--- src/ptw_pkg.sv ---
package ptw_pkg;

  // ------------------------------
  // address widths
  // ------------------------------
  // sv32 virtual address
  localparam int VLEN = 32;
  // physical address, 22-bit ppn plus 12-bit page offset
  localparam int PLEN = 34;
  localparam int PPNW = 22;

  // sv32 page table entry as read from memory
  typedef struct packed {
    logic [21:0] ppn;
    logic [1:0]  rsw;
    logic        d;
    logic        a;
    logic        g;
    logic        u;
    logic        x;
    logic        w;
    logic        r;
    logic        v;
  } pte_t;

  // page fault reason, zero is left unused
  typedef enum logic [2:0] {
    FAULT_INVALID    = 3'd1,
    FAULT_MISALIGNED = 3'd2,
    FAULT_TOO_DEEP   = 3'd3,
    FAULT_PERMISSION = 3'd4
  } fault_cause_e;

  // ------------------------------
  // result word, two views
  // ------------------------------
  // successful walk
  typedef struct packed {
    logic [21:0] ppn;
    logic        is_4m;
    logic        d;
    logic        a;
    logic        u;
    logic        x;
    logic        w;
    logic        r;
    logic [2:0]  pad;
  } xlat_t;

  // page fault, level 1 is the second level
  typedef struct packed {
    fault_cause_e cause;
    logic         level;
    logic [27:0]  pte_bits;
  } fault_t;

  // is_fault beside the word picks the view
  typedef union packed {
    xlat_t  xlat;
    fault_t fault;
  } walk_result_u;

endpackage
--- src/ptw_miss_dispatch.sv ---
module ptw_miss_dispatch #(
  parameter int NUM_WALKERS = 4
) (
  input  logic                     clk_i,
  input  logic                     rst_ni,
  input  logic                     miss_valid_i,
  input  logic [ptw_pkg::VLEN-1:0] miss_vaddr_i,
  input  logic                     miss_store_i,
  input  logic                     miss_instr_i,
  input  logic [NUM_WALKERS-1:0]   walker_busy_i,
  input  logic [NUM_WALKERS-1:0]   walker_pop_i,
  output logic [NUM_WALKERS-1:0]   start_o,
  output logic [ptw_pkg::VLEN-1:0] start_vaddr_o,
  output logic                     start_store_o,
  output logic                     start_instr_o,
  output logic                     miss_credit_o
);

  logic [NUM_WALKERS-1:0]   start_q;
  logic [NUM_WALKERS-1:0]   pick;
  logic [ptw_pkg::VLEN-1:0] vaddr_q;
  logic                     store_q;
  logic                     instr_q;
  logic                     credit_q;

  // lowest idle walker wins
  // a walker started last cycle still shows busy low, so skip it
  always_comb begin
    pick = '0;
    for (int i = NUM_WALKERS - 1; i >= 0; i--) begin
      if (!walker_busy_i[i] && !start_q[i]) begin
        pick    = '0;
        pick[i] = 1'b1;
      end
    end
  end

  // start pulse and credit return
  always_ff @(posedge clk_i or negedge rst_ni) begin
    if (!rst_ni) begin
      start_q  <= '0;
      credit_q <= 1'b0;
    end else begin
      start_q  <= miss_valid_i ? pick : '0;
      // collector pops at most one walker per cycle
      credit_q <= |walker_pop_i;
    end
  end

  // miss payload, broadcast to all walkers
  always_ff @(posedge clk_i) begin
    if (miss_valid_i) begin
      vaddr_q <= miss_vaddr_i;
      store_q <= miss_store_i;
      instr_q <= miss_instr_i;
    end
  end

  assign start_o       = start_q;
  assign start_vaddr_o = vaddr_q;
  assign start_store_o = store_q;
  assign start_instr_o = instr_q;
  assign miss_credit_o = credit_q;

endmodule

--- config.mk ---
export PLATFORM = sky130hd
export DESIGN_NAME = ptw_miss_dispatch
export DESIGN_NICKNAME = d
export VERILOG_FILES = /design/src/ptw_pkg.sv /design/src/ptw_miss_dispatch.sv
export SDC_FILE = /design/constraint.sdc
export NUM_CORES = 1
export LEC_CHECK = 0
export BUFFER_PORTS_ARGS = -buffer_cell sky130_fd_sc_hd__buf_2
export CORE_ASPECT_RATIO = 0.5
export CORE_MARGIN = 10
export CORE_UTILIZATION = 42
export CTS_BUF_LIST = sky130_fd_sc_hd__clkbuf_8 sky130_fd_sc_hd__clkbuf_16
export CTS_CLUSTER_DIAMETER = 60
export CTS_CLUSTER_SIZE = 14
export DETAILED_ROUTE_END_ITERATION = 8
export MAX_ROUTING_LAYER = met4
export PLACE_DENSITY = 0.81
export SYNTH_ARGS = -nofsm -noshare
export SYNTH_HDL_FRONTEND = slang
export SYNTH_SLANG_ARGS = --single-unit
--- constraint.sdc ---
create_clock -name clk_i -period 1.2 [get_ports clk_i]
set_input_delay 0.12 -clock clk_i [delete_from_list [all_inputs] [get_ports clk_i]]
set_output_delay 0.12 -clock clk_i [all_outputs]
set_load 0.02 [all_outputs]
==> impl_metrics.py, run 1 <==
metrics = {
    "drt": {
        "detail_route.wl_per_cell_um": 18.74,
        "drt-total-wl_mm": 3.448,
        "drc": 0,
        "drt_iter0_markers": 51,
        "met2_length_mm": 2.229,
        "ant_nets": 0,
        "dr.pass1.iters": 4,
        "wirelength_met1_mm": 1.038,
        "num_vias": 818,
        "wl_met3_um": 97,
        "viasPerCell": 4.446,
        "top_layer": "met4",
    },
    "layout": {
        "finalNetCount": 191,
        "drive_above_1_share_pct": 61.22,
        "fin_area_mm2": 0.001822,
        "area_growth_pct": 52.46,
        "post-route-util_pct": 68.71,
        "fill_cells": 177,
        "antenna_cells": 0,
    },
    "placed_design": {
        "place_area_mm2": 0.001672,
        "dp_hpwl_mm": 2.722,
        "globalplace.congestion": 0.7283,
        "io_buffers": 83,
    },
    "timing": {
        "fin_skew_ps": 0.4244,
        "max_freq_mhz": 1025,
        "final_hold_viol_count": 0,
        "period_minus_slack_ps": 975.9,
        "worst_pin_slew_ps": 249.8,
        "setup_viol": 0,
        "relSlewSlack_pct": 83.35,
        "timing.final.max_slew_violations": 0,
        "finalSetupTns_ps": 0,
        "fin_crit_sh_pct": 81.33,
        "rsz0062_at_grt": "no",
    },
    "logic_synthesis": {
        "ys_seq_elements": 39,
        "synth-main-ff-cell": "edfxtp_1",
        "yosys_warnings": 0,
        "synth_compound_area_share_pct": 1.152,
        "synth_cell_types": 9,
        "synth_cells": 47,
        "synth_common_cells": "edfxtp_1, dfrtp_1, nor3_1",
        "synth_area_leaders": "edfxtp_1, dfrtp_1, nor3_1",
        "synth_xor_area_share_pct": 0,
        "synth_adder_area_share_pct": 0,
        "async_flop_share_pct": 12.82,
        "synth_area_leader_cell": "edfxtp_1",
        "avgSynthCellArea_um2": 25.42,
        "synth_edf_count": 34,
        "ys_seq_area_share_pct": 95.92,
        "netlist.area_leader.share_pct": 85.45,
        "synth.area.mux_share_pct": 0,
        "synth_most_common_cell": "edfxtp_1",
        "syn_nets": 92,
        "synth_top_family_by_area": "simple AND/OR/NAND/NOR gates",
        "synth_area_mm2": 0.001195,
        "synth-simple-area-share_pct": 2.932,
    },
    "critical_path": {
        "slowest_delay_ps": 410,
        "cp.required_ps": 1080,
        "crit_path_start_kind": "flip-flop",
        "critPathBufInv": 1,
        "path_cells": "buf_2",
        "r2r_setup_slack_ps": 310,
        "path_depth": 1,
        "path_class": "flip-flop to output pin",
        "rr_worst_depth": 2,
        "cp-end-kind": "output pin",
        "worstReg2RegStart": "start_o[0]",
        "critPathSlowestCell": "dfrtp_1",
        "critPathTopFamily": "flip-flops",
        "arrival_ps": 860,
        "critPathMaxFanout": 3,
        "r2r-end": "start_o[3]",
    },
    "global_route": {
        "grt_pass1_wl_mm": 4.981,
        "grt_antenna_before_repair": 0,
        "grt_overflow_total": 0,
        "groute.usage.overall_pct": 12.63,
        "grt_max_degree": 21,
        "grt_pass1_vias": 864,
    },
    "hold_path": {
        "min_to": "start_vaddr_o[31]",
        "hp-start": "miss_vaddr_i[31]",
        "min_path_type": "input pin to flip-flop",
        "hold_path_depth": 1,
    },
    "power": {
        "vdd_ir_drop_max_mv": 0.7151,
        "power.leakage_nw": 0.8190,
        "powerDensity_mw_per_mm2": 1523,
        "finalPower_mw": 2.774,
    },
    "die": {
        "initial_core_util_pct": 45.07,
        "num_io_pins": 84,
        "dieWidth_um": 95.43,
        "die_h_um": 57.72,
        "dieArea_mm2": 0.005508,
        "core_mm2": 0.002651,
        "num_rows": 13,
    },
    "run_status": {
        "status": "finished clean",
    },
    "cts": {
        "clk_latency_ps": 280,
        "htree_levels": 2,
        "cts_buffers": 5,
        "tritoncts": "yes",
        "cts_root_buffer": "clkbuf_8",
        "clkSinkCount": 39,
        "path_clk_slew_ps": 70,
        "cts_buffer_depth": 2,
    },
    "flow_run": {
        "drv_cap": 0,
    },
}
[power breakdown]
| part | internal, mW | total [mW] | switching [mW] |
|---|---|---|---|
| sequential | 1.59 | 1.61 | 0.0267 |
| clock | 0.388 | 0.802 | 0.414 |
| combinational | 0.137 | 0.360 | 0.223 |
| total | 2.11 | 2.77 | 0.665 |
[placed cells by master, fill, tap and decap left out, types with 2 or more instances in the layout]
cell and instances:
dfrtp_1 5, edfxtp_1 34, buf_2 83, clkinv_1 2, buf_4 2, nor3_1 2, dlygate4sd3_1 7, clkbuf_8 5
[stage by stage]
stage | hold slack, ps | setup WS, ps | cells
final | 11.09 | 224.1 | 184
after global routing | 0.1902 | 183.1 | 184
after CTS | 1.566 | 219.7 | 179
after detailed placement | -61.61 | 326.4 | 169
after global placement | -64.46 | 347.4 | 169
after floorplan | -175.6 | 260.8 | 47
[layer usage]
metal  global-route usage, %  up-vias
li1                        -      384
met1                   9.807      405
met2                   25.41       21
met3                   3.338        8
met4                   7.724        0
met5                       -        -
[state kept, by name, summed over array words and instances (netlist names)]
register	count
start_o	4
start_vaddr_o	32
start_instr_o	1
miss_credit_o	1
start_store_o	1
[final cells by class]
class	count	area, µm²	share of cell area [%]
Clock inverter	3	11.26	0.6181
Tap cell	37	46.29	2.541
Timing Repair Buffer	92	500.5	27.47
Multi-Input combinational cell	8	48.80	2.679
Clock buffer	5	68.82	3.777
Sequential cell	39	1146	62.91
[how the worst max path moves through the flow]
stage,startpoint,endpoint,slack [ps]
finish,start_o[2],start_o[2],220
global route,start_o[0],start_o[3],180
CTS,start_o[0],start_o[0],220
detailed placement,miss_valid_i,start_vaddr_o[2],330
global placement,miss_valid_i,start_vaddr_o[2],350
floorplan,start_o[0],start_o[3],260
[what timing repair did]
| item | in CTS | in global routing |
|---|---|---|
| hold buffers | 2 | 5 |
| resized for setup | 0 | 0 |
| hold endpoints to repair | 6 | 5 |
| setup buffers | 0 | 0 |
[cells by family after synthesis]
| logic type | count (synthesis) |
|---|---|
| DFF | 39 |
| and+or+nand+nor | 6 |
| AOI/OAI and AO/OA | 2 |
No activity file was read; power rests on OpenSTA's default activity.
==> inputs of run 2 (changes only) <==
Settings changed: CORE_UTILIZATION 42 to 39, PLACE_DENSITY 0.81 to 0.76.
Clock period 1.2 ns to 1.02 ns, I/O delays scaled along.
==> run 2 against run 1 <==
Clock skew increased by 11 ps. Global-route usage up 3.1 points. Final area grew 21%. Critical path depth did not move. Via count up 26%. Setup slack got worse by 180 ps. Clock power grew 57%. Power increased by 34%. Final cell count increased by 20%. Critical path type unchanged. Clock-buffer cell count unchanged. Die area up 5.5%. Critical endpoint is now start_o[0]. Largest cell class unchanged. Hold slack gained 24 ps.
==> impl_metrics.py, run 2 (synthesis gave the netlist of run 1 again) <==
metrics = {
    "flow_run": {
        "drv_cap": 0,
    },
    "drt": {
        "dr.pass1.iters": 4,
        "detail_route.wl_per_cell_um": 21.02,
        "viasPerCell": 4.656,
        "drt_iter0_markers": 55,
        "num_vias": 1029,
        "drt-total-wl_mm": 4.645,
        "drc": 0,
        "ant_nets": 0,
    },
    "critical_path": {
        "path_cells": "clkbuf_4",
        "r2r_setup_slack_ps": 90,
        "critPathTopFamily": "flip-flops",
        "crit_path_start_kind": "flip-flop",
        "cp.required_ps": 920,
        "slowest_delay_ps": 410,
        "critPathMaxFanout": 3,
        "arrival_ps": 880,
        "path_class": "flip-flop to output pin",
        "critPathBufInv": 1,
        "cp-end-kind": "output pin",
        "critPathSlowestCell": "dfrtp_1",
    },
    "global_route": {
        "grt_max_degree": 15,
        "grt_pass1_vias": 1111,
        "groute.usage.overall_pct": 15.73,
        "grt_antenna_before_repair": 0,
        "grt_overflow_total": 0,
        "grt_pass1_wl_mm": 6.651,
    },
    "timing": {
        "finalSetupTns_ps": 0,
        "fin_skew_ps": 11.08,
        "max_freq_mhz": 1023,
        "final_hold_viol_count": 0,
        "relSlewSlack_pct": 82.48,
        "rsz0062_at_grt": "no",
        "timing.final.max_slew_violations": 0,
        "fin_crit_sh_pct": 95.83,
        "period_minus_slack_ps": 977.5,
        "setup_viol": 0,
        "setup_ws_ps": 42.49,
        "worst_pin_slew_ps": 260.8,
    },
    "cts": {
        "path_clk_slew_ps": 70,
        "clkSinkCount": 39,
        "cts_buffers": 5,
        "tritoncts": "yes",
        "cts_root_buffer": "clkbuf_8",
        "htree_levels": 2,
        "clk_latency_ps": 290,
        "cts_buffer_depth": 2,
    },
    "power": {
        "p_sw_share_pct": 23.83,
        "power_frac_seq_pct": 51.1,
        "powerDensity_mw_per_mm2": 1689,
        "power.leakage_nw": 0.9794,
        "p_int_mw": 2.834,
        "p_clk_share_pct": 34.0,
        "p_sw_mw": 0.8867,
        "power_frac_comb_pct": 14.9,
        "vdd_ir_drop_max_mv": 1.013,
    },
    "layout": {
        "finalNetCount": 225,
        "multi_input_area_um2": 48.80,
        "post-route-util_pct": 74.43,
        "drive_above_1_share_pct": 52.49,
        "antenna_cells": 0,
        "mostFrequentLayoutCells": "buf_2, dlygate4sd3_1, edfxtp_1",
        "regArea_mm2": 0.001146,
        "area_growth_pct": 84.40,
        "final_common_cell": "buf_2",
        "largest_register_ffs": 32,
        "fill_cells": 164,
    },
    "placed_design": {
        "io_buffers": 83,
        "dp_hpwl_mm": 2.617,
        "pre_cts_ws_ps": 155.2,
        "globalplace.congestion": 0.7852,
    },
    "die": {
        "dieWidth_um": 98.28,
        "num_rows": 14,
        "dieArea_mm2": 0.005812,
        "num_io_pins": 84,
        "initial_core_util_pct": 40.36,
        "die_h_um": 59.14,
        "core_mm2": 0.002960,
    },
    "run_status": {
        "status": "finished clean",
    },
    "hold_path": {
        "min_path_type": "input pin to flip-flop",
    },
}
run 2: changes by cell type in the layout (fill, tap and decap cells not counted), sizes merged:
cell / change
buf: +2
bufinv: +1
clkbuf: +1
dlygate4sd3: +31
inv: -1
run 2: worst paths after layout:
kind	to	cells past startpoint	from
min	miss_credit_o	2	walker_pop_i[2]
min reg2reg	start_o[3]	1	start_o[3]
min in group asynchronous	start_o[2]	2	rst_ni
max in group asynchronous	start_o[3]	2	rst_ni
max	start_o[0]	1	start_o[0]
max reg2reg	start_o[1]	3	start_o[0]
run 2: layer usage:
metal	wire, µm	up-vias	GRT usage, %	part of all wire [%]
met5	0	-	-	0
met4	138	0	5.882	3.0
met3	242	13	5.122	5.2
met2	2687	56	30.18	58
met1	1576	505	14.62	34
li1	-	455	-	-
run 2: area by class of cell:
type	instances	share of cell area (%)
flip-flops and latches	39	52.02
repair buffers	126	38.61
clock buffers	5	3.123
well taps	40	2.271
multi-input cells	8	2.215
clock inverters	3	1.760
run 2: metrics by stage:
stage | total power, mW | cells | hold WS, ps | instance area (µm²)
global placement | 2.330 | 173 | -82.49 | 1695
CTS | 3.657 | 217 | 1.261 | 2163
finish | 3.721 | 221 | 35.33 | 2203
detailed placement | 2.343 | 173 | -77.19 | 1695
floorplan | 2.098 | 47 | -193.6 | 1195
global route | 3.866 | 221 | 20.78 | 2203
run 2: power groups by stage:
stage,Sequential (mW),Clock (mW),Combinational [mW]
6_report,1.90,1.26,0.556
4_1_cts,1.89,1.24,0.527
3_5_place_dp,1.93,0,0.416
3_3_place_gp,1.92,0,0.407
2_1_floorplan,2.09,0,0.00876
5_1_grt,1.91,1.37,0.584
run 2: repair_timing:
item | in CTS | in global routing
hold endpoints to repair | 40 | 2
setup buffers | 0 | 2
hold buffers | 36 | 2
endpoints found under the setup margin | 0 | 2
gates resized for setup | 0 | 2
