`config.mk`:
```
export PLATFORM = sky130hd
export DESIGN_NAME = ptw_walker
export DESIGN_NICKNAME = d
export VERILOG_FILES = /design/src/ptw_pkg.sv /design/src/ptw_walker.sv
export SDC_FILE = /design/constraint.sdc
export NUM_CORES = 1
export LEC_CHECK = 0
export BUFFER_PORTS_ARGS = -buffer_cell sky130_fd_sc_hd__buf_2
export CAP_MARGIN = 20
export CORE_MARGIN = 2
export CORE_UTILIZATION = 49
export DETAILED_ROUTE_END_ITERATION = 10
export GPL_TIMING_DRIVEN = 0
export PLACE_DENSITY = 0.8
export SLEW_MARGIN = 20
export SYNTH_ARGS = -nofsm -noshare
export SYNTH_HDL_FRONTEND = slang
export SYNTH_SLANG_ARGS = --single-unit
```
`constraint.sdc`:
```
create_clock -name clk_i -period 2.9 [get_ports clk_i]
set_input_delay 0.435 -clock clk_i [delete_from_list [all_inputs] [get_ports clk_i]]
set_output_delay 0.435 -clock clk_i [all_outputs]
set_load 0.02 [all_outputs]
```
`src/ptw_pkg.sv`:
```
package ptw_pkg;

  // ------------------------------
  // address widths
  // ------------------------------
  // sv32 virtual address
  localparam int VLEN = 32;
  // physical address, 22-bit ppn plus 12-bit page offset
  localparam int PLEN = 34;
  localparam int PPNW = 22;

  // sv32 page table entry as read from memory
  typedef struct packed {
    logic [21:0] ppn;
    logic [1:0]  rsw;
    logic        d;
    logic        a;
    logic        g;
    logic        u;
    logic        x;
    logic        w;
    logic        r;
    logic        v;
  } pte_t;

  // page fault reason, zero is left unused
  typedef enum logic [2:0] {
    FAULT_INVALID    = 3'd1,
    FAULT_MISALIGNED = 3'd2,
    FAULT_TOO_DEEP   = 3'd3,
    FAULT_PERMISSION = 3'd4
  } fault_cause_e;

  // ------------------------------
  // result word, two views
  // ------------------------------
  // successful walk
  typedef struct packed {
    logic [21:0] ppn;
    logic        is_4m;
    logic        d;
    logic        a;
    logic        u;
    logic        x;
    logic        w;
    logic        r;
    logic [2:0]  pad;
  } xlat_t;

  // page fault, level 1 is the second level
  typedef struct packed {
    fault_cause_e cause;
    logic         level;
    logic [27:0]  pte_bits;
  } fault_t;

  // is_fault beside the word picks the view
  typedef union packed {
    xlat_t  xlat;
    fault_t fault;
  } walk_result_u;

endpackage
```
`src/ptw_walker.sv`:
```
module ptw_walker (
  input  logic                     clk_i,
  input  logic                     rst_ni,
  input  logic                     start_i,
  input  logic [ptw_pkg::VLEN-1:0] vaddr_i,
  input  logic                     store_i,
  input  logic                     instr_i,
  input  logic [ptw_pkg::PPNW-1:0] satp_ppn_i,
  input  logic                     mxr_i,
  output logic                     busy_o,
  output logic                     mem_req_o,
  output logic [ptw_pkg::PLEN-1:0] mem_addr_o,
  input  logic                     mem_gnt_i,
  input  logic                     mem_rvalid_i,
  input  logic [31:0]              mem_rdata_i,
  output logic                     done_o,
  output ptw_pkg::walk_result_u    result_o,
  output logic                     is_fault_o,
  output logic [ptw_pkg::VLEN-1:0] vaddr_o,
  input  logic                     pop_i
);

  localparam logic [2:0] S_IDLE    = 3'd0;
  localparam logic [2:0] S_REQUEST = 3'd1;
  localparam logic [2:0] S_LOOKUP  = 3'd2;
  localparam logic [2:0] S_ERROR   = 3'd3;
  localparam logic [2:0] S_DONE    = 3'd4;

  logic [2:0]                  state_q, state_d;
  // 0 first level, 1 second level
  logic                        lvl_q, lvl_d;
  logic [ptw_pkg::PLEN-1:0]    pptr_q, pptr_d;
  logic [ptw_pkg::VLEN-1:0]    vaddr_q;
  logic                        store_q;
  logic                        instr_q;
  logic                        rvalid_q;
  logic [31:0]                 rdata_q;
  ptw_pkg::walk_result_u       result_q, result_d;
  logic                        fault_q, fault_d;
  ptw_pkg::pte_t               pte;
  logic                        is_leaf;
  logic                        misaligned;
  logic                        perm_ok;
  logic                        go_next;
  logic                        take_fault;
  ptw_pkg::fault_cause_e       cause;
  ptw_pkg::xlat_t              xlat_v;
  ptw_pkg::fault_t             fault_v;

  assign pte = ptw_pkg::pte_t'(rdata_q);

  // ------------------------------
  // pte checks
  // ------------------------------
  // r or x set marks a leaf, otherwise a pointer
  assign is_leaf    = pte.r | pte.x;
  // 4 MiB leaf must have its low ppn clear
  assign misaligned = !lvl_q && (pte.ppn[9:0] != '0);

  // a/d bits are left to software, so missing ones fault
  always_comb begin
    if (instr_q) begin
      perm_ok = pte.x & pte.a;
    end else begin
      // no write-only pages, mxr lets loads read executable pages
      perm_ok = pte.a & (pte.r | (pte.x & mxr_i)) & (!store_q | (pte.w & pte.d));
    end
  end

  always_comb begin
    go_next    = 1'b0;
    take_fault = 1'b1;
    cause      = ptw_pkg::FAULT_INVALID;
    if (!pte.v || (!pte.r && pte.w)) begin
      cause = ptw_pkg::FAULT_INVALID;
    end else if (is_leaf) begin
      if (misaligned) begin
        cause = ptw_pkg::FAULT_MISALIGNED;
      end else if (!perm_ok) begin
        cause = ptw_pkg::FAULT_PERMISSION;
      end else begin
        take_fault = 1'b0;
      end
    end else if (lvl_q) begin
      // sv32 has no third level
      cause = ptw_pkg::FAULT_TOO_DEEP;
    end else begin
      go_next    = 1'b1;
      take_fault = 1'b0;
    end
  end

  // both views of the result word
  assign xlat_v = '{ppn: pte.ppn, is_4m: ~lvl_q, d: pte.d, a: pte.a, u: pte.u,
                    x: pte.x, w: pte.w, r: pte.r, pad: 3'b000};
  assign fault_v = '{cause: cause, level: lvl_q, pte_bits: rdata_q[31:4]};

  // ------------------------------
  // walk fsm
  // ------------------------------
  always_comb begin
    state_d  = state_q;
    lvl_d    = lvl_q;
    pptr_d   = pptr_q;
    result_d = result_q;
    fault_d  = fault_q;
    case (state_q)
      S_IDLE: begin
        if (start_i) begin
          // satp.ppn * 4096 + vpn[1] * 4
          lvl_d   = 1'b0;
          pptr_d  = {satp_ppn_i, vaddr_i[31:22], 2'b00};
          state_d = S_REQUEST;
        end
      end
      S_REQUEST: begin
        if (mem_gnt_i) state_d = S_LOOKUP;
      end
      S_LOOKUP: begin
        // registered read data, checked one cycle after rvalid
        if (rvalid_q) begin
          if (go_next) begin
            lvl_d   = 1'b1;
            pptr_d  = {pte.ppn, vaddr_q[21:12], 2'b00};
            state_d = S_REQUEST;
          end else if (take_fault) begin
            result_d.fault = fault_v;
            fault_d        = 1'b1;
            state_d        = S_ERROR;
          end else begin
            result_d.xlat = xlat_v;
            fault_d       = 1'b0;
            state_d       = S_DONE;
          end
        end
      end
      S_ERROR: begin
        state_d = S_DONE;
      end
      S_DONE: begin
        // hold the result until the collector takes it
        if (pop_i) state_d = S_IDLE;
      end
      default: begin
        state_d = S_IDLE;
      end
    endcase
  end

  always_ff @(posedge clk_i or negedge rst_ni) begin
    if (!rst_ni) begin
      state_q  <= S_IDLE;
      lvl_q    <= 1'b0;
      fault_q  <= 1'b0;
      rvalid_q <= 1'b0;
    end else begin
      state_q  <= state_d;
      lvl_q    <= lvl_d;
      fault_q  <= fault_d;
      rvalid_q <= mem_rvalid_i;
    end
  end

  always_ff @(posedge clk_i) begin
    pptr_q   <= pptr_d;
    result_q <= result_d;
    // rdata is shared by all walkers, take it only on our own rvalid
    if (mem_rvalid_i) rdata_q <= mem_rdata_i;
    if (state_q == S_IDLE && start_i) begin
      vaddr_q <= vaddr_i;
      store_q <= store_i;
      instr_q <= instr_i;
    end
  end

  assign busy_o     = (state_q != S_IDLE);
  assign mem_req_o  = (state_q == S_REQUEST);
  assign mem_addr_o = pptr_q;
  assign done_o     = (state_q == S_DONE);
  assign result_o   = result_q;
  assign is_fault_o = fault_q;
  assign vaddr_o    = vaddr_q;

endmodule

```
==> results.ini, run 1 <==
[outcome]
status = finished, final reports clean

[timing]
finClkSkew_ns = 0.00738
final-hold-violation-count = 0
fin_tns_setup_ns = 0
rsz0062_at_grt = false
relSlewSlack_pct = 47.9
fin_crit_sh_pct = 78.5
fmax_ghz = 0.439
min_period_ns = 2.28
worst_slew_pin_slew_ns = 0.782
hold_slack_ns = 0.0992
setup_violations = 0
drv_slew = 0

[pwr]
seqPwrFrac_pct = 45.0
p_sw_mw = 2.03
ir_drop_uv = 574
netSwitchingFraction_pct = 32.2
combPwrFrac_pct = 27.2
leakagePower_nw = 2.98
power.density_nw_per_um2 = 907
clock_power_share_pct = 27.8
internal_power_mw = 4.27

[layout]
areaGrowthSynthToFinish_pct = 32.3
diodes = 0
layout-drive-gt1-share_pct = 45.1
fillers = 740
final_nets = 652

[global_route]
grt_pass1_wl_mm = 17.6
antenna_found_initial = 0
grt_max_degree = 35
track_usage_pct = 21.0
overflow = 0
grt_pass1_vias = 3415

[floorplan]
initial_core_util_pct = 50.7
dieHeight_um = 108
fp.coreArea_sq_um = 10400
die_x_um = 108
io_pins = 197
die-area_sq_um = 11600
rows = 37

[critical_path]
cp_max_fo = 23
endpoint_kind = register
path_cells = buf_2 -> nor2b_1 -> nand2b_1 -> clkbuf_1 -> o21ai_0 -> o21a_2 -> buf_16
critPathTopFamily = compound AO/OA/AOI/OAI gates
worstSetupStartpointType = register
worstPathRequired_ns = 3.11
critPathBufInv = 3
slowest_stage = o21a_2
arrival_ns = 2.48
criticalPathCategory = reg -> reg
cpPeakStageDelay_ns = 0.40

[logic_synthesis]
synth.area.top_cells = edfxtp_1 (74%), nand2_1 (7.5%), mux2_4 (5.7%)
ys_ff_latch = 136
syn_area_sq_um = 5250
ys_seq_area_share_pct = 77.2
yosysTopAreaCellShare_pct = 74.3
netlist_instances = 340
ys_types = 32
avgSynthCellArea_sq_um = 15.5
synth_top_cell_by_area = edfxtp_1
yosysWarnings = 0

[route]
vias = 3424
routed_wl_mm = 12.0
first_pass_iters = 4
antenna_left = 0
post_drt_wl_per_cell_um = 17.0
drt-initial-drc-count = 180
via_per_inst = 4.85
drc = 0

[placement]
hpwl_mm = 8.47
portBuffers = 194
place_congestion = 0.833

[clock_tree]
cts_buffer_depth = 2
cts.htree.levels = 4
cts.sinks = 136
path_clk_slew_ns = 0.06
cts_tree = done
cts.repair.resized = 0
root_buffer = clkbuf_8
cts_buffers = 17
clk_latency_ns = 0.51

[min_path]
hp-class = in -> reg

[flow_run]
maxCapViolations = 0

[cell usage after synthesis]
cell and n:
nor3b_1 3, a22o_1 2, o22ai_1 3, nor4_1 2
edfxtp_1 130, nand2_1 105, nor3_1 2, conb_1 1
and3_1 3, clkbuf_1 9, nand4_1 1, nand3_1 1
a21oi_1 7, buf_4 2, o21a_1 1, buf_2 2
o21ai_1 2, buf_12 2, a31oi_1 3, nor2_1 8
a21o_1 1, mux2_2 4, dfrtp_1 6, a221o_1 1
nor2b_1 6, mux2i_1 1, o21ai_0 2, nand2b_1 2
mux2_4 20, inv_1 5, buf_6 2, a21oi_4 1
[flip-flops by register name (all words and copies together), names as in the netlist]
name        count
is_fault_o      1
vaddr_o        32
pte            32
result_o       32
mem_addr_o     32
state_q         3
instr_q         1
lvl_q           1
store_q         1
rvalid_q        1
[cell type report]
type	count	area [sq um]	share of cell area (%)
repair buffers	197	1040	14.9
flip-flops and latches	136	4050	58.3
well taps	136	170	2.45
clock inverters	13	63.8	0.918
clock buffers	19	422	6.07
multi-input cells	183	1070	15.3
plain buffers	17	121	1.75
inverters	5	18.8	0.270
[power groups by stage]
stage                     combinational (mW)  clock, mW  sequential (mW)
after floorplan                        0.683          0             3.25
after global placement                  1.62          0             2.87
after detailed placement                1.72          0             2.87
after CTS                               1.73       1.78             2.84
after global routing                    1.87       1.87             2.87
final                                   1.72       1.75             2.84
[cells in the final DEF (no fill, tap or decap), drive strengths merged]
cell,netlist,routed
clkinvlp,0,2
dlygate4sd3,0,1
nor2,8,8
nor3b,3,3
buf,8,204
o22ai,3,3
o21a,1,1
mux2i,1,1
nor4,2,2
o21ai,4,4
and3,3,3
nand3,1,1
a21o,1,1
inv,5,5
nand2,105,105
nor2b,6,6
a21oi,8,8
clkbuf,9,28
a22o,2,2
mux2,24,24
clkinv,0,11
edfxtp,130,130
conb,1,2
dfrtp,6,6
nand2b,2,2
nand4,1,1
a221o,1,1
nor3,2,2
a31oi,3,3
[repair_timing]
action | CTS | global route
setup buffers | 0 | 0
hold endpoints to repair | 6 | 0
hold buffers | 1 | 0
[metal layers]
layer	wire length (um)	global-route usage [%]	up-vias	part of all wire, %
met2	6500	36.4	143	54
met5	0	0	-	0
met3	680	5.57	14	5.7
met1	4640	24.8	1610	39
li1	-	-	1657	-
met4	166	8.52	0	1.4
[worst paths after layout]
kind,from,end,slack (ns),cells after the start
worst min-delay path,vaddr_i[21],vaddr_o[21],0.1,1
worst max-delay path,state_q[1],mem_addr_o[22],0.62,7
max in group asynchronous,rst_ni,rvalid_q,2.43,2
min in group asynchronous,rst_ni,state_q[1],0.32,2
worst max register to register,state_q[1],mem_addr_o[22],0.62,7
worst min register to register,is_fault_o,is_fault_o,0.53,2
[worst reg2reg max path, cell delays in order (launching register included)]
cell and delay, ns:
dfrtp_1 0.33, buf_2 0.17, nor2b_1 0.25, nand2b_1 0.08
clkbuf_1 0.25, o21ai_0 0.27, o21a_2 0.40, buf_16 0.23
[metrics by stage]
stage / instances / instance area [sq um] / utilization, % / setup slack (ns) / power [mW]
finish: 706 / 6950 / 67.0 / 0.625 / 6.31
global route: 706 / 6950 / 67.0 / 0.486 / 6.61
CTS: 706 / 6950 / 67.0 / 0.618 / 6.35
detailed placement: 673 / 6460 / 62.3 / 0.636 / 4.59
global placement: 671 / 6400 / 61.7 / 0.0408 / 4.49
floorplan: 341 / 5260 / - / 0.665 / 3.93
[kinds of logic (layout without fill, tap and decap cells)]
family / Yosys count / after routing / synth area share, %
DFF: 136 / 136 / 77.2
muxes: 25 / 25 / 6.76
AOI/OAI and AO/OA: 23 / 23 / 2.88
and+or+nand+nor: 133 / 133 / 10.5
buffers and inverters: 22 / 251 / 2.67
other: 1 / 2 / 0.0714
Power figures use the tool's default switching activity.
==> inputs of run 2 (changes only) <==
==> constraint.sdc (replaced) <==
create_clock -name clk_i -period 2.1 [get_ports clk_i]
set_input_delay 0.315 -clock clk_i [delete_from_list [all_inputs] [get_ports clk_i]]
set_output_delay 0.315 -clock clk_i [all_outputs]
set_load 0.02 [all_outputs]
==> run 2 against run 1 <==
Against the previous run: cell area rose by 15%; first-iteration DRC count is 93% higher; highest routed layer unchanged; cell count grew 12%; count of clock-buffer cells in the layout shrank 2; non-clock buffer count up 82; worst hold slack got worse by 0.028 ns; largest cell class unchanged; critical path type unchanged; register-to-register slack lost 0.60 ns; die area stayed put; clock skew grew 0.0034 ns; combinational power is 55% higher; sequential power increased by 38%; flip-flop and latch count is the same.
==> results.ini, run 2 (synthesis results as in run 1) <==
[outcome]
status = finished, final reports clean

[timing]
setup_violations = 0
drv_slew = 0
fin_crit_sh_pct = 98.9
fin_tns_setup_ns = 0
min_period_ns = 2.08
finClkSkew_ns = 0.0108
fmax_ghz = 0.481
rsz0062_at_grt = true
worst_slew_pin_slew_ns = 0.779
relSlewSlack_pct = 48.0
hold_slack_ns = 0.0708
final-hold-violation-count = 0

[clock_tree]
cts_buffer_depth = 2
cts.sinks = 136
cts.htree.levels = 4
clk_latency_ns = 0.51
path_clk_slew_ns = 0.06
root_buffer = clkbuf_8
cts_buffers = 17
cts_tree = done

[layout]
areaGrowthSynthToFinish_pct = 52.8
final_nets = 738
layout-drive-gt1-share_pct = 44.8
final-instance-count-excl-fill = 792
regArea_sq_um = 4050
final_area_sq_um = 8030
diodes = 0
layout_commonest_cell = buf_2
final_cell_mix = buf_2 (197), edfxtp_1 (130), nand2_1 (105), dlygate4sd3_1 (67), mux2_4 (24)
fillers = 636
multiInputGateArea_sq_um = 1200

[floorplan]
dieHeight_um = 108
die_x_um = 108
fp.coreArea_sq_um = 10400
rows = 37
die-area_sq_um = 11600
io_pins = 197
initial_core_util_pct = 50.7

[critical_path]
worstPathRequired_ns = 2.36
slowest_stage = edfxtp_1
criticalPathCategory = reg -> reg
critPathBufInv = 3
path_cells = buf_4 -> o21ai_1 -> a21oi_2 -> and3_4 -> buf_12 -> clkbuf_16 -> mux2_4
endpoint_kind = register
cpPeakStageDelay_ns = 0.44
critPathTopFamily = buffers and inverters
worstSetupStartpointType = register
cp_max_fo = 6
arrival_ns = 2.33

[global_route]
grt_max_degree = 35
overflow = 0
antenna_found_initial = 0
grt_pass1_vias = 3960
grt_pass1_wl_mm = 20.9
track_usage_pct = 25.0

[pwr]
p_total_mw = 9.74
power.density_nw_per_um2 = 1210
leakagePower_nw = 3.44
ir_drop_uv = 570

[placement]
hpwl_mm = 8.38
dp.cells = 671
portBuffers = 194
placed_area_sq_um = 6400
place_congestion = 0.828

[route]
routed_wl_mm = 14.8
via_per_inst = 5.14
first_pass_iters = 5
antenna_left = 0
vias = 4073
drc = 0
post_drt_wl_per_cell_um = 18.7
drt-initial-drc-count = 348

[flow_run]
maxCapViolations = 0

[min_path]
hp-class = in -> reg

[run 2: cell types whose count changed in the layout (fill, tap and decap cells not counted), sizes merged]
cell and change:
clkbuf -1, and3 +1, inv +6, dlygate4sd3 +66, bufinv +4, o21a +3, clkinv -8, buf +15
[run 2: final cells by class]
cell class,count,area share (%)
Timing Repair Buffer,279,22.7
Inverter,5,0.265
Multi-Input combinational cell,187,14.9
Sequential cell,136,50.5
Tap cell,136,2.12
Clock inverter,15,2.65
Clock buffer,17,5.16
Buffer,17,1.65
[run 2: final timing paths]
path | cells after the start | slack (ns) | end | start
worst max-delay path | 7 | 0.02 | result_o[14] | pte[1]
worst min-delay path | 3 | 0.07 | mem_addr_o[18] | satp_ppn_i[6]
worst max register to register | 7 | 0.02 | result_o[14] | pte[1]
worst min register to register | 2 | 0.53 | is_fault_o | is_fault_o
max in group asynchronous | 2 | 1.76 | lvl_q | rst_ni
min in group asynchronous | 2 | 0.19 | rvalid_q | rst_ni
[run 2: layer usage]
layer | track usage, % | vias to the layer above | share of wire (%)
li1 | - | 1843 | -
met1 | 29.1 | 1955 | 36
met2 | 44.4 | 239 | 53
met3 | 5.21 | 36 | 7.6
met4 | 11.1 | 0 | 2.9
met5 | 0 | - | 0
[run 2: repair_timing]
action                                  in CTS  in global routing
endpoints found under the hold margin       72                  0
pin swaps                                    3                  4
setup buffers                               11                  5
hold buffers                                67                  0
endpoints found under the setup margin      89                 80
cloned                                       2                  4
gates resized for setup                     13                 15
[run 2: power breakdown]
group | switching (mW) | leakage, nW | internal (mW)
logic | 1.76 | 1.84 | 0.908
registers | 0.203 | 1.30 | 3.72
clock network | 1.19 | 0.302 | 1.96
total | 3.15 | 3.44 | 6.59
[run 2: per-stage QoR]
stage,util (%),setup WS [ns]
5_1_grt,77.4,-0.0727
3_5_place_dp,61.7,-0.285
3_3_place_gp,61.7,-0.261
6_report,77.4,0.0227
4_1_cts,75.7,0.0216
2_1_floorplan,-,0.109
[run 2: worst reg2reg max path: stages, from the launching register on]
cell and delay (ns):
edfxtp_1 0.44, buf_4 0.17, o21ai_1 0.28, a21oi_2 0.12
and3_4 0.23, buf_12 0.14, clkbuf_16 0.16, mux2_4 0.29
==> inputs of run 3 (changes only) <==
--- a/config.mk
+++ b/config.mk
@@ -8,10 +8,10 @@
 export BUFFER_PORTS_ARGS = -buffer_cell sky130_fd_sc_hd__buf_2
 export CAP_MARGIN = 20
 export CORE_MARGIN = 2
-export CORE_UTILIZATION = 49
+export CORE_UTILIZATION = 53
 export DETAILED_ROUTE_END_ITERATION = 10
 export GPL_TIMING_DRIVEN = 0
-export PLACE_DENSITY = 0.8
+export PLACE_DENSITY = 0.85
 export SLEW_MARGIN = 20
 export SYNTH_ARGS = -nofsm -noshare
 export SYNTH_HDL_FRONTEND = slang
==> constraint.sdc (replaced) <==
create_clock -name clk_i -period 2.7 [get_ports clk_i]
set_input_delay 0.405 -clock clk_i [delete_from_list [all_inputs] [get_ports clk_i]]
set_output_delay 0.405 -clock clk_i [all_outputs]
set_load 0.02 [all_outputs]
==> run 3 against run 2 <==
Against the previous run: setup slack improved by 0.40 ns; highest routed layer unchanged; die area decreased by 7.3%; cell area decreased by 12%; global-route usage down 1.1 points; largest power group unchanged; count of clock-buffer cells in the layout is the same; critical path depth unchanged; cell count is 11% lower; combinational power decreased by 30%; power down 26%.
==> results.ini, run 3 (synthesis results as in run 1) <==
[outcome]
status = finished, final reports clean

[floorplan]
rows = 36
die_x_um = 104
dieHeight_um = 104
fp.coreArea_sq_um = 9680
die-area_sq_um = 10700
initial_core_util_pct = 54.3
io_pins = 197

[timing]
rsz0062_at_grt = false
fin_crit_sh_pct = 84.5
finClkSkew_ns = 0.00519
fmax_ghz = 0.438
worst_slew_pin_slew_ns = 0.763
final-hold-violation-count = 0
setup_violations = 0
min_period_ns = 2.28
fin_tns_setup_ns = 0
hold_slack_ns = 0.0720
relSlewSlack_pct = 49.1
layout_setup_ws_ns = 0.419
drv_slew = 0

[layout]
layout-drive-gt1-share_pct = 46.0
areaGrowthSynthToFinish_pct = 34.2
regArea_sq_um = 4050
diodes = 0
layout_commonest_cell = buf_2
final_util_pct = 72.8
final_cell_mix = buf_2 (196), edfxtp_1 (130), nand2_1 (105), mux2_4 (20), clkbuf_16 (16)
final_nets = 652
multiInputGateArea_sq_um = 1070
fillers = 629

[pwr]
power.density_nw_per_um2 = 1020
leakagePower_nw = 3.03
ir_drop_uv = 455

[clock_tree]
cts.repair.resized = 0
cts_buffers = 17
cts_tree = done
cts.sinks = 136
path_clk_slew_ns = 0.06
cts_buffer_depth = 2
clk_latency_ns = 0.51
root_buffer = clkbuf_8
cts.htree.levels = 4

[global_route]
grt_pass1_wl_mm = 19.2
grt_pass1_vias = 3605
overflow = 0
grt_max_degree = 35
antenna_found_initial = 0
track_usage_pct = 23.9

[flow_run]
maxCapViolations = 0

[route]
drt-initial-drc-count = 244
via_per_inst = 5.14
vias = 3610
post_drt_wl_per_cell_um = 17.6
drc = 0
routed_wl_mm = 12.4
antenna_left = 0
first_pass_iters = 5

[critical_path]
worstPathRequired_ns = 2.91
arrival_ns = 2.49
endpoint_kind = register
worstSetupStartpointType = register
cp_max_fo = 20
criticalPathCategory = reg -> reg

[placement]
place_congestion = 0.824
dp_slack_ns = 0.463
portBuffers = 194
hpwl_mm = 8.91

[min_path]
hp-class = in -> reg

==> run 3: routing by layer <==
layer	share of wire (%)	global-route usage (%)	vias up
li1	-	-	1652
met1	37	27.7	1764
met2	54	40.9	172
met3	6.7	7.24	22
met4	2.6	11.3	0
met5	0	0	-
==> run 3: worst paths after layout <==
kind                            slack [ns]  cells past startpoint       startpoint             to
worst min register to register        0.53                      1           pte[5]    result_o[1]
max in group asynchronous             2.30                      2           rst_ni     state_q[0]
worst max register to register        0.42                      7       state_q[1]  mem_addr_o[2]
min in group asynchronous             0.26                      2           rst_ni          lvl_q
worst min-delay path                  0.07                      1  mem_rdata_i[11]        pte[11]
worst max-delay path                  0.42                      7       state_q[1]  mem_addr_o[2]
==> run 3: area by class of cell <==
class / count / share of cell area, %
Timing Repair Buffer: 197 / 14.7
Multi-Input combinational cell: 183 / 15.1
Inverter: 5 / 0.266
Clock inverter: 15 / 2.48
Clock buffer: 17 / 5.87
Sequential cell: 136 / 57.5
Buffer: 17 / 1.72
Tap cell: 133 / 2.36
==> run 3: critical path: stages (launching register included) <==
cell	delay, ns
dfrtp_1	0.31
buf_2	0.17
nor2b_1	0.25
nand2b_1	0.08
clkbuf_1	0.25
o21ai_0	0.27
o21a_2	0.44
buf_16	0.22
==> run 3: where the power goes <==
part	total [mW]	internal [mW]	switching, mW
Sequential	3.05	2.90	0.154
Clock	2.26	1.41	0.854
Combinational	1.87	0.597	1.27
==> run 3: repair_timing <==
item	in CTS	in global routing
hold buffers	1	0
endpoints found under the hold margin	6	0
setup buffers	0	0
setup endpoints to repair	0	0
==> run 3: per-stage QoR <==
step           cell area (sq um)  cells  total power [mW]
2_1_floorplan               5260    341              4.22
3_3_place_gp                6390    668              4.81
3_5_place_dp                6450    670              4.95
4_1_cts                     7050    703              7.22
5_1_grt                     7050    703              7.50
6_report                    7050    703              7.18
